--- src/app_pkg.sv ---
//################################################
// App package
// Opcodes, FSM states, sizes and stream types shared
// by the USB serial application block
//################################################
package app_pkg;

   localparam logic [7:0] ESC_BYTE = 8'h00;

   localparam int RAM_SIZE = 1024;
   localparam int RAM_AW = 10;
   localparam int MEM_AW = 24;
   localparam int CNT_W = 24;
   localparam int WAIT_W = 8;

   localparam logic [31:0] CRC_POLY = 32'h04C11DB7;
   // Taps at bits 23, 22, 21 and 16
   localparam logic [23:0] LFSR_TAPS = 24'hE1_0000;

   // READ0..READ3 sit on a 4-aligned block so the low bits give the byte index
   typedef enum logic [3:0] {
      RESET    = 4'd0,
      LOOPBACK = 4'd1,
      CMD0     = 4'd2,
      CMD1     = 4'd3,
      CMD2     = 4'd4,
      CMD3     = 4'd5,
      IN       = 4'd6,
      OUT      = 4'd7,
      READ0    = 4'd8,
      READ1    = 4'd9,
      READ2    = 4'd10,
      READ3    = 4'd11,
      READ_RAM = 4'd12
   } app_state_t;

   typedef enum logic [7:0] {
      NO_CMD         = 8'd0,
      IN_CMD         = 8'd1,
      OUT_CMD        = 8'd2,
      ADDR_CMD       = 8'd3,
      WAIT_CMD       = 8'd4,
      LFSR_WRITE_CMD = 8'd5,
      LFSR_READ_CMD  = 8'd6,
      RAM_READ_CMD   = 8'd8
   } app_cmd_t;

   typedef struct packed {
      logic [7:0] data;
      logic       valid;
   } byte_stream_t;

   // One little-endian argument byte headed for a multi-byte register
   typedef struct packed {
      logic       stb;
      logic [1:0] idx;
      logic [7:0] data;
   } arg_load_t;

   typedef logic [1:0] byte_sel_t;

   // Replace the addressed byte of a 24-bit argument register
   function automatic logic [MEM_AW-1:0] put_byte(input logic [MEM_AW-1:0] cur,
                                                  input arg_load_t arg);
      logic [MEM_AW-1:0] res;
      res = cur;
      case (arg.idx)
         2'd0: res[7:0] = arg.data;
         2'd1: res[15:8] = arg.data;
         2'd2: res[23:16] = arg.data;
         default: res = cur;
      endcase
      return res;
   endfunction

endpackage

--- src/app_out_buffer.sv ---
//################################################
// Inbound byte buffer
// One-entry holding register between the out stream
// and the FSM, closed while a pacing gap runs
//################################################
module app_out_buffer (
   input  logic                  clk_i,
   input  logic                  rstn,
   input  logic [7:0]            out_data_i,
   input  logic                  out_valid_i,
   output logic                  out_ready_o,
   input  logic                  gap_i,
   input  logic                  pop_i,
   output app_pkg::byte_stream_t buf_o
);

   logic [7:0] data_q;
   logic       valid_q;

   // Free slot or one being consumed, and no gap pending
   assign out_ready_o = (~valid_q | pop_i) & ~gap_i;

   always_ff @(posedge clk_i or negedge rstn) begin
      if (!rstn) begin
         valid_q <= 1'b0;
      end else if (out_valid_i && out_ready_o) begin
         valid_q <= 1'b1;
      end else if (pop_i) begin
         valid_q <= 1'b0;
      end
   end

   always_ff @(posedge clk_i) begin
      if (out_valid_i && out_ready_o) begin
         data_q <= out_data_i;
      end
   end

   assign buf_o.data = data_q;
   assign buf_o.valid = valid_q;

endmodule

--- config.mk ---
export PLATFORM = sky130hd
export DESIGN_NAME = app_out_buffer
export DESIGN_NICKNAME = d
export VERILOG_FILES = /design/src/app_pkg.sv /design/src/app_out_buffer.sv
export SDC_FILE = /design/constraint.sdc
export NUM_CORES = 1
export LEC_CHECK = 0
export BUFFER_PORTS_ARGS = -buffer_cell sky130_fd_sc_hd__buf_2
export CORE_AREA = 2 2 39 41
export CTS_CLUSTER_SIZE = 16
export DETAILED_ROUTE_END_ITERATION = 6
export DIE_AREA = 0 0 41 43
export SLEW_MARGIN = 20
export SYNTH_ARGS = -nofsm -noshare
export SYNTH_HDL_FRONTEND = slang
export SYNTH_SLANG_ARGS = --single-unit
--- constraint.sdc ---
create_clock -name clk_i -period 3 [get_ports clk_i]
set_clock_uncertainty 0.15 [all_clocks]
set_input_delay 0.15 -clock clk_i [delete_from_list [all_inputs] [get_ports clk_i]]
set_output_delay 0.15 -clock clk_i [all_outputs]
set_load 0.03 [all_outputs]
==> metrics, run 1 <==
wire length per cell approximately 10 um; Placed Cells 52; share of layout cells above drive strength 1 between 50% and 60%; clk_lat worst skew roughly 0.25 ns; Hold Vio Cnt, Final 0; commonest cells in the netlist 8 x edfxtp_1, 2 x nand2b_1, 2 x nor2_1; crit path launch out_valid_i; final core occ between 40% and 50%; Final Setup Violations 0; crit path max fanout 8; EDFF count, synth 8; initial antenna violation count 0; warnings from Yosys 0; reg-to-reg startpoint valid_q$_DFFE_PN0P_; global placement routability congestion roughly 0.64; fmax around 640 MHz; vias in the first global route roughly 270; final slew viol count 0; final wirelength roughly 660 um; starting density of the core roughly 22%; n_diodes 0; clk sink count 9; vias per inst 3.65; Netlist Area Pre-Place 307 um2; io pins 23; Startpoint Class input pin; pin count of the biggest net entering global routing 9; ANT nets after route 0; DRT iter0 DRCs 0; leakage approximately 0.25 nW; worst slew margin relative to its limit 59.2%; Max rail drop VDD 246 uV; die area about 0.0018 mm2; core area roughly 0.0014 mm2; DRC 0; Synth async-reset ratio approximately 11%; Avg Cell Area, Syn about 20 um2; top cells by area, synth edfxtp_1 78%, dfrtp_1 8.2%, nor2b_4 4.5%, nand2b_1 4.1%, buf_4 2.4%; Seq/Total Area, Yosys 86.5%; RSZ-0062 raised after global routing false; Setup TNS 0 ns; final critical-path required period 1.57 ns; reg2reg setup slack about 1.5 ns; min-delay worst type input pin to flip-flop; Worst Path Required around 2.7 ns; die width a little over 40 um; H-tree Lvls 1; most common cell in the netlist edfxtp_1; TritonCTS clock tree yes; fillers between 100 and 150; port bufs 22; routed via count approximately 240; DP Wirelength between 500 and 600 um; R2R depth 2; Final nets 64; pwr/cell area between 500 and 600 mW/mm2; Root Driver clkbuf_4; Synth top area share between 70% and 80%; Area growth syn-to-layout 81.2%; FP Rows 14; clock slew at reported path FFs about 0.060 ns; worst hold stages 3; outcome completed; CTS Buf Count 3; worst slew pin tran about 0.6 ns; dominant synthesized flop cell edfxtp_1; first-pass detailed-route iteration total 1; fin cells 66; Critical Path AT 1.31 ns; flops & latches, synth 9; total track usage about 8.9%; Yosys cell types 6; hold path start gap_i; max-cap violation count 0; Die Span Y ~43 um; Resize count post-CTS 0; ratio of final minimum period to clock period between 50 and 60%; Syn Nets 28; Clock Path Buffers 2; first-pass GRT wire length between 900 and 1000 um; Mapped Cells 15; biggest area consumer among synthesized cells edfxtp_1; CP Class input pin to flip-flop; Remaining Overflow, GRT 0; CP endpoint kind flip-flop
cells by family (layout without fill, tap and decap cells):
logic type,after synthesis,after routing,synth area share [%]
DFF,9,9,86.5
and+or+nand+nor,5,5,11.0
buffers and inverters,1,36,2.45
state kept, by name, summed over array words and instances (netlist names):
signal,count
valid_q,1
data_q,8
layout make-up:
cell class	instances	area, um2	area share, %
sequential	9	265	47.7
timing repair buffer	32	210	37.8
multi-input combinational	5	33.8	6.08
clock buffer	4	26.3	4.73
tap	16	20.0	3.60
stage by stage:
step / setup slack, ns / instance area (um2) / power (mW) / hold WS [ns]
global placement: 1.54 / 429 / 0.182 / -0.223
global route: 1.32 / 556 / 0.293 / 0.0496
detailed placement: 1.47 / 429 / 0.183 / -0.223
finish: 1.43 / 556 / 0.278 / 0.0374
CTS: 1.41 / 556 / 0.285 / 0.0317
floorplan: 1.62 / 307 / 0.169 / -0.296
cell usage in the layout (no fill, tap or decap):
cell type       n
buf_2          22
clkbuf_1        1
clkbuf_4        3
dfrtp_1         1
dlygate4sd3_1  10
edfxtp_1        8
nand2b_1        2
nor2_1          2
nor2b_4         1
repair_timing:
action	in CTS	in global routing
hold buffers	10	0
hold endpoints to repair	10	0
buffers inserted	0	0
where the power goes:
part           leakage, nW  switching, mW  internal (mW)
clock               0.0150         0.0380         0.0510
combinational        0.146         0.0233         0.0209
sequential          0.0867        0.00137          0.144
total                0.248         0.0627          0.215
metal layers:
layer	track usage, %	vias to the layer above	share of wire [%]
met3	5.24	0	21
met2	12.5	23	40
met1	9.56	94	39
li1	-	124	-
met4	6.00	0	0
met5	0	-	0
path summary, 6_finish.rpt:
path                                  endpoint
setup / recovery           data_q[1]$_DFFE_PP_
hold / removal             valid_q$_DFFE_PN0P_
setup reg to reg           data_q[1]$_DFFE_PP_
hold reg to reg            valid_q$_DFFE_PN0P_
max in group asynchronous  valid_q$_DFFE_PN0P_
min in group asynchronous  valid_q$_DFFE_PN0P_
critical path: stages:
cell and delay [ns]:
dlygate4sd3_1 0.52, buf_2 0.10, nand2b_1 0.06, nor2_1 0.47
(Power assumes the default switching activity.)
==> run 2, diff against run 1 <==
--- a/config.mk
+++ b/config.mk
@@ -5,6 +5,7 @@
 export SDC_FILE = /design/constraint.sdc
 export NUM_CORES = 1
 export LEC_CHECK = 0
+export ABC_AREA = 1
 export BUFFER_PORTS_ARGS = -buffer_cell sky130_fd_sc_hd__buf_2
 export CORE_AREA = 2 2 39 41
 export CTS_CLUSTER_SIZE = 16
==> constraint.sdc (replaced) <==
create_clock -name clk_i -period 1.4 [get_ports clk_i]
set_clock_uncertainty 0.15 [all_clocks]
set_input_delay 0.07 -clock clk_i [delete_from_list [all_inputs] [get_ports clk_i]]
set_output_delay 0.07 -clock clk_i [all_outputs]
set_load 0.03 [all_outputs]
==> run 2 against run 1 <==
Largest power group unchanged. Non-clock buffer count increased by 3. Area after synthesis increased by 1.6%. Count of clock-buffer cells in the layout unchanged. Final cell count increased by 9.1%. Total power increased by 120%. Die area unchanged. Worst hold slack improved by 0.34 ns. Via count increased by 13%. Critical path type is now input pin to output pin. Cell area increased by 7.2%.
==> metrics, run 2 <==
n_diodes 0 (unchanged); Comb pwr share 17.2% (+1.3 points); Setup WS pre-CTS 0.0783 ns (-1.39 ns); Synth top area share 77.1% (-1.3 points); commonest non-fill, non-tap cell in the layout buf_2; clk_lat worst skew 0.25 ns (about the same); Final nets 70 (+9.4%); share of layout cells above drive strength 1 50.0% (-2.0 points); post-synthesis mux area share 0% (unchanged); Placed Cells 55 (+5.8%); DRT iter0 DRCs 0 (unchanged); DRC 0 (unchanged); Simple-Gate Fraction of Synth Area 6.02% (-5.0 points); initial antenna violation count 0 (unchanged); synthesized-area fraction occupied by adder cells 0% (unchanged); fmax roughly 750 MHz; Critical Path, Cell by Cell dlygate4sd3_1, buf_2, inv_1, nand2_2, nand2_2, inv_1, buf_2; first-pass GRT wire length 1050 um (+7.8%); fin cells 72 (+9.1%); EDFF count, synth 8 (unchanged); Startpoint Class input pin; clock slew at reported path FFs 0.06 ns (about the same); main combinational cell family by area after synthesis buffers and inverters; flops & latches, synth 9 (unchanged); Critical Path AT 1.11 ns (-0.20 ns); RSZ-0062 raised after global routing false; Netlist Area Pre-Place 312 um2 (+1.6%); pin count of the biggest net entering global routing 9 (unchanged); min-delay worst type flip-flop to flip-flop; commonest cells in the netlist 8 x edfxtp_1, 4 x inv_1, 2 x nand2_2; Yosys cell types 7 (+1); leakage 0.275 nW (+11%); starting density of the core 22.5% (+0.36 points); Remaining Overflow, GRT 0 (unchanged); CP endpoint kind output pin; ANT nets after route 0 (unchanged); warnings from Yosys 0 (unchanged); FP Rows 14 (unchanged); Met2 Wirelength 333 um (+25%); Clock Path Buffers 2 (unchanged); global placement routability congestion 0.585 (-8.6%); worst slew pin tran 0.227 ns (-0.382 ns); max reg flops 8 (unchanged); vias per inst 3.79 (+3.8%); ratio of final minimum period to clock period 94.7%; Worst Path Required 1.18 ns (-1.56 ns); buffer count from post-CTS setup fixing 0 (unchanged); max-cap violation count 0 (unchanged); Max rail drop VDD 467 uV (+90%); clk sink count 9 (unchanged); top cells by area, synth edfxtp_1 77%, dfrtp_1 8.0%, inv_1 4.8%, nand2_2 4.0%, buf_4 2.4%; io pins 23 (unchanged); wire length per cell 10.3 um (+2.3%); final wirelength 739 um (+12%); TritonCTS clock tree yes; Final Setup Violations 0 (unchanged); outcome completed; Area growth syn-to-layout 91.2%; net switching power 0.137 mW (+120%); CP max stage delay 0.53 ns (about the same); Hold Vio Cnt, Final 0 (unchanged); Top reg by flops data_q; Synth async-reset ratio 11.1% (unchanged); clock power share 31.2% (-0.8 points); post-route setup slack 0.0740 ns (-1.35 ns); total track usage 9.06% (+0.17 points); Power Internal 0.465 mW (+120%); final slew viol count 0 (unchanged); first-pass detailed-route iteration total 1 (unchanged); crit path buf inv count 5 (+3); met3 wire length 99 um (-27%); H-tree Lvls 1 (unchanged); vias in the first global route 283 (+6.0%); port bufs 22 (unchanged); Die Span Y 43 um (unchanged); Root Driver clkbuf_4; Syn Nets 31 (+11%); dominant synthesized flop cell edfxtp_1; most common cell in the netlist edfxtp_1; Seq/Total Area, Yosys 85.1% (-1.4 points); post-synthesis xor/xnor area fraction 0% (unchanged); core area 0.00138 mm2 (unchanged); CTS Buf Count 3 (unchanged); Flop pwr share 51.6% (-0.5 points); Setup TNS 0 ns (unchanged); final critical-path required period roughly 1.3 ns; Sw Share 22.8% (+0.23 points); most frequent cells in the layout 22 x buf_2, 13 x dlygate4sd3_1, 8 x edfxtp_1; biggest area consumer among synthesized cells edfxtp_1; Mapped Cells 18 (+3); pwr/cell area 1010 mW/mm2 (+100%); CP delay by family, top buffers and inverters; fillers 132 (-10%); highest routed layer met3; die area 0.00176 mm2 (unchanged); crit path max fanout 2 (-6); CP Class input pin to output pin; Avg Cell Area, Syn 17.3 um2 (-15%); Synth Area in Compound Gates 1.61% (+1.6 points); biggest regs data_q: 8 flops, valid_q: 1 flops; M1 WL 306 um (+18%); routed via count 273 (+13%); worst slew margin relative to its limit 84.8% (+26 points); Worst path slowest cell dlygate4sd3_1; die width 41 um (unchanged)
## run 2: metrics by stage
step | power (mW) | util (%) | hold slack, ns | instance area, um2
floorplan | 0.363 | - | -0.376 | 312
global placement | 0.390 | 31.4 | -0.305 | 434
detailed placement | 0.391 | 31.4 | -0.302 | 434
CTS | 0.611 | 42.7 | 0.374 | 591
global route | 0.634 | 43.0 | 0.389 | 596
finish | 0.603 | 43.0 | 0.374 | 596
## run 2: cells by family (layout without fill, tap and decap cells)
group           after synthesis  count (layout)
simple gates                  3               3
flops                         9               9
buf+inv                       5              43
compound gates                1               1
## run 2: path summary, 6_finish.rpt
| check | from | to | slack (ns) | depth (start not counted) |
|---|---|---|---|---|
| setup / recovery | pop_i | out_ready_o | 0.07 | 7 |
| hold / removal | valid_q$_DFFE_PN0P_ | valid_q$_DFFE_PN0P_ | 0.37 | 2 |
| setup reg to reg | valid_q$_DFFE_PN0P_ | data_q[1]$_DFFE_PP_ | 0.21 | 3 |
| hold reg to reg | valid_q$_DFFE_PN0P_ | valid_q$_DFFE_PN0P_ | 0.37 | 2 |
| max in group asynchronous | rstn | valid_q$_DFFE_PN0P_ | 0.49 | 3 |
| min in group asynchronous | rstn | valid_q$_DFFE_PN0P_ | 0.51 | 3 |
## run 2: layout make-up
class	count	area (um2)	area share (%)
inverters	4	15.0	2.52
well taps	16	20.0	3.36
flip-flops and latches	9	265	44.5
multi-input cells	4	28.8	4.83
repair buffers	35	240	40.3
clock buffers	4	26.3	4.41
## run 2: repair_timing
action	4_1_cts	5_1_grt
hold buffers	13	0
resized for setup	0	1
setup endpoints to repair	0	8
endpoints found under the hold margin	10	0
## run 2: power by group through the flow
stage	Combinational (mW)	Clock, mW	Sequential (mW)
final	0.104	0.188	0.311
after global routing	0.113	0.210	0.312
after CTS	0.102	0.198	0.311
after detailed placement	0.0745	0	0.317
after global placement	0.0735	0	0.316
after floorplan	0.0259	0	0.337
## run 2: routing by layer
layer	track usage (%)	up-vias
met5	0	-
met1	10.4	115
met2	15.3	23
li1	-	135
met4	4.00	0
met3	1.57	0
## run 2: worst reg2reg max path: stages (launching register included)
cell	delay (ns)
dfrtp_1	0.38
nand2_2	0.08
nand2_2	0.07
nor2_4	0.20
==> run 3, diff against run 2 <==
--- a/config.mk
+++ b/config.mk
@@ -8,6 +8,7 @@
 export ABC_AREA = 1
 export BUFFER_PORTS_ARGS = -buffer_cell sky130_fd_sc_hd__buf_2
 export CORE_AREA = 2 2 39 41
+export CTS_BUF_LIST = sky130_fd_sc_hd__clkbuf_16
 export CTS_CLUSTER_SIZE = 16
 export DETAILED_ROUTE_END_ITERATION = 6
 export DIE_AREA = 0 0 41 43
==> constraint.sdc (replaced) <==
create_clock -name clk_i -period 1.4 [get_ports clk_i]
set_clock_uncertainty 0.15 [all_clocks]
set_input_delay 0.14 -clock clk_i [delete_from_list [all_inputs] [get_ports clk_i]]
set_output_delay 0.14 -clock clk_i [all_outputs]
set_load 0.03 [all_outputs]
==> run 3 against run 2 <==
Cell area increased by 3.8%. Final cell count shrank 4.2%. Via count decreased by 5.1%. Clock power grew to 2.6 times the previous value. Critical path depth shrank 3. Highest routed layer unchanged.
==> metrics, run 3 (synthesis gave the netlist of run 2 again) <==
Flop pwr share 34.9% (-17 points); DRT iter0 DRCs 0 (unchanged); DRC 0 (unchanged); Setup WS pre-CTS 0.0783 ns (unchanged); routed via count 259 (-5.1%); Clock Path Buffers 2 (unchanged); CP max stage delay 0.38 ns (-0.15 ns); initial antenna violation count 0 (unchanged); CP Class flip-flop to output pin; Hold Vio Cnt, Final 0 (unchanged); Power Internal 0.724 mW (+56%); Worst path slowest cell dfrtp_1; Final Setup Violations 0 (unchanged); Post-DP Area 434 um2 (unchanged); worst hold stages 4 (+2); most common cell type on the critical path nand2_2; total track usage 9.06% (unchanged); TritonCTS clock tree yes; max-cap violation count 0 (unchanged); CTS Buf Count 3 (unchanged); max reg flops 8 (unchanged); vias in the first global route 271 (-4.2%); FP Rows 14 (unchanged); CP endpoint kind output pin; n_diodes 0 (unchanged); most frequent cells in the layout 22 x buf_2, 10 x dlygate4sd3_1, 8 x edfxtp_1; H-tree Lvls 1 (unchanged); Setup TNS 0 ns (unchanged); vias per inst 3.75 (-1.0%); final wirelength 720 um (-2.6%); global placement routability congestion 0.585 (unchanged); clk_lat worst skew 0.23 ns (-0.02 ns); commonest non-fill, non-tap cell in the layout buf_2; pwr/cell area 1450 mW/mm2 (+43%); share of layout cells above drive strength 1 52.8% (+2.8 points); Die Span Y 43 um (unchanged); fin cells 69 (-4.2%); Startpoint Class flip-flop; Placed Cells 55 (unchanged); starting density of the core 22.5% (unchanged); first-pass GRT wire length 1010 um (-3.9%); post-route setup slack 0.128 ns (+0.0544 ns); core area 0.00138 mm2 (unchanged); Top reg by flops data_q; clk sink count 9 (unchanged); first-pass detailed-route iteration total 1 (unchanged); io pins 23 (unchanged); final critical-path required period 1.27 ns (-0.0544 ns); ANT nets after route 0 (unchanged); Sw Share 19.0% (-3.8 points); Comb pwr share 10.9% (-6.3 points); crit path max fanout 2 (unchanged); pin count of the biggest net entering global routing 9 (unchanged); Critical Path, Cell by Cell nand2_2, nand2_2, inv_1, buf_2; Critical Path AT 0.98 ns (-0.13 ns); clock slew at reported path FFs 0.04 ns (-0.02 ns); fmax 786 MHz (+4.3%); die area 0.00176 mm2 (unchanged); leakage 0.290 nW (+5.4%); Final nets 67 (-4.3%); Max rail drop VDD 649 uV (+39%); outcome completed; die width 41 um (unchanged); RSZ-0062 raised after global routing false; Remaining Overflow, GRT 0 (unchanged); worst slew pin tran 0.226 ns (-0.000963 ns); Area growth syn-to-layout 98.4%; final slew viol count 0 (unchanged); fillers 129 (-2.3%); biggest regs data_q: 8 flops, valid_q: 1 flops; wire length per cell 10.4 um (+1.7%); min-delay worst type input pin to flip-flop; worst slew margin relative to its limit 84.9% (about the same); R2R depth 3 (unchanged); clock power share 54.2% (+23 points); Power Total 0.894 mW (+48%); post-route cell area 618 um2 (+3.8%); ratio of final minimum period to clock period 90.8% (-3.9 points); net switching power 0.170 mW (+23%); port bufs 22 (unchanged); Worst Path Required 1.11 ns (-0.07 ns); Root Driver clkbuf_16
-- run 3: cell count changes in the layout (fill, tap and decap cells not counted), sizes merged --
cell         change
clkbuf           -1
dlygate4sd3      -3
inv              +1
-- run 3: critical path, delay by kind of cell, from the launching register on --
family,cells,cell delay (ns)
DFF,1,0.38
and+or+nand+nor,2,0.15
buffers and inverters,2,0.23
-- run 3: layout make-up --
cell class / instances / area [um2] / area share [%]
Tap cell: 16 / 20.0 / 3.24
Timing Repair Buffer: 32 / 210 / 34.0
Clock inverter: 1 / 3.75 / 0.607
Inverter: 4 / 15.0 / 2.43
Sequential cell: 9 / 265 / 42.9
Clock buffer: 3 / 75.1 / 12.1
Multi-Input combinational cell: 4 / 28.8 / 4.66
-- run 3: worst paths after layout --
| path | startpoint | end | slack (ns) |
|---|---|---|---|
| max | valid_q$_DFFE_PN0P_ | out_ready_o | 0.13 |
| min | pop_i | valid_q$_DFFE_PN0P_ | 0.05 |
| max reg2reg | valid_q$_DFFE_PN0P_ | data_q[1]$_DFFE_PP_ | 0.22 |
| min reg2reg | valid_q$_DFFE_PN0P_ | valid_q$_DFFE_PN0P_ | 0.37 |
| max in group asynchronous | rstn | valid_q$_DFFE_PN0P_ | 0.94 |
| min in group asynchronous | rstn | valid_q$_DFFE_PN0P_ | 0.07 |
-- run 3: per-stage QoR --
stage	utilization, %	hold slack [ns]
global route	44.7	0.0725
CTS	44.3	0.0537
global placement	31.4	-0.235
detailed placement	31.4	-0.232
finish	44.7	0.0538
floorplan	-	-0.306
-- run 3: per-layer routing --
| layer | part of all wire [%] | up-vias | track usage (%) |
|---|---|---|---|
| li1 | - | 127 | - |
| met5 | 0 | - | 0 |
| met1 | 42 | 109 | 9.76 |
| met4 | 0 | 0 | 8.00 |
| met2 | 44 | 23 | 14.1 |
| met3 | 14 | 0 | 1.57 |
-- run 3: timing repair --
action                                  CTS  global route
endpoints found under the hold margin    10             0
resized for setup                         0             1
hold buffers                             10             0
endpoints found under the setup margin    0             8
setup buffers                             0             0
-- run 3: power by group through the flow --
stage	combinational (mW)	clock [mW]	sequential [mW]
2_1_floorplan	0.0259	0	0.337
3_3_place_gp	0.0735	0	0.316
3_5_place_dp	0.0745	0	0.317
4_1_cts	0.0959	0.491	0.313
5_1_grt	0.105	0.506	0.313
6_report	0.0971	0.485	0.312
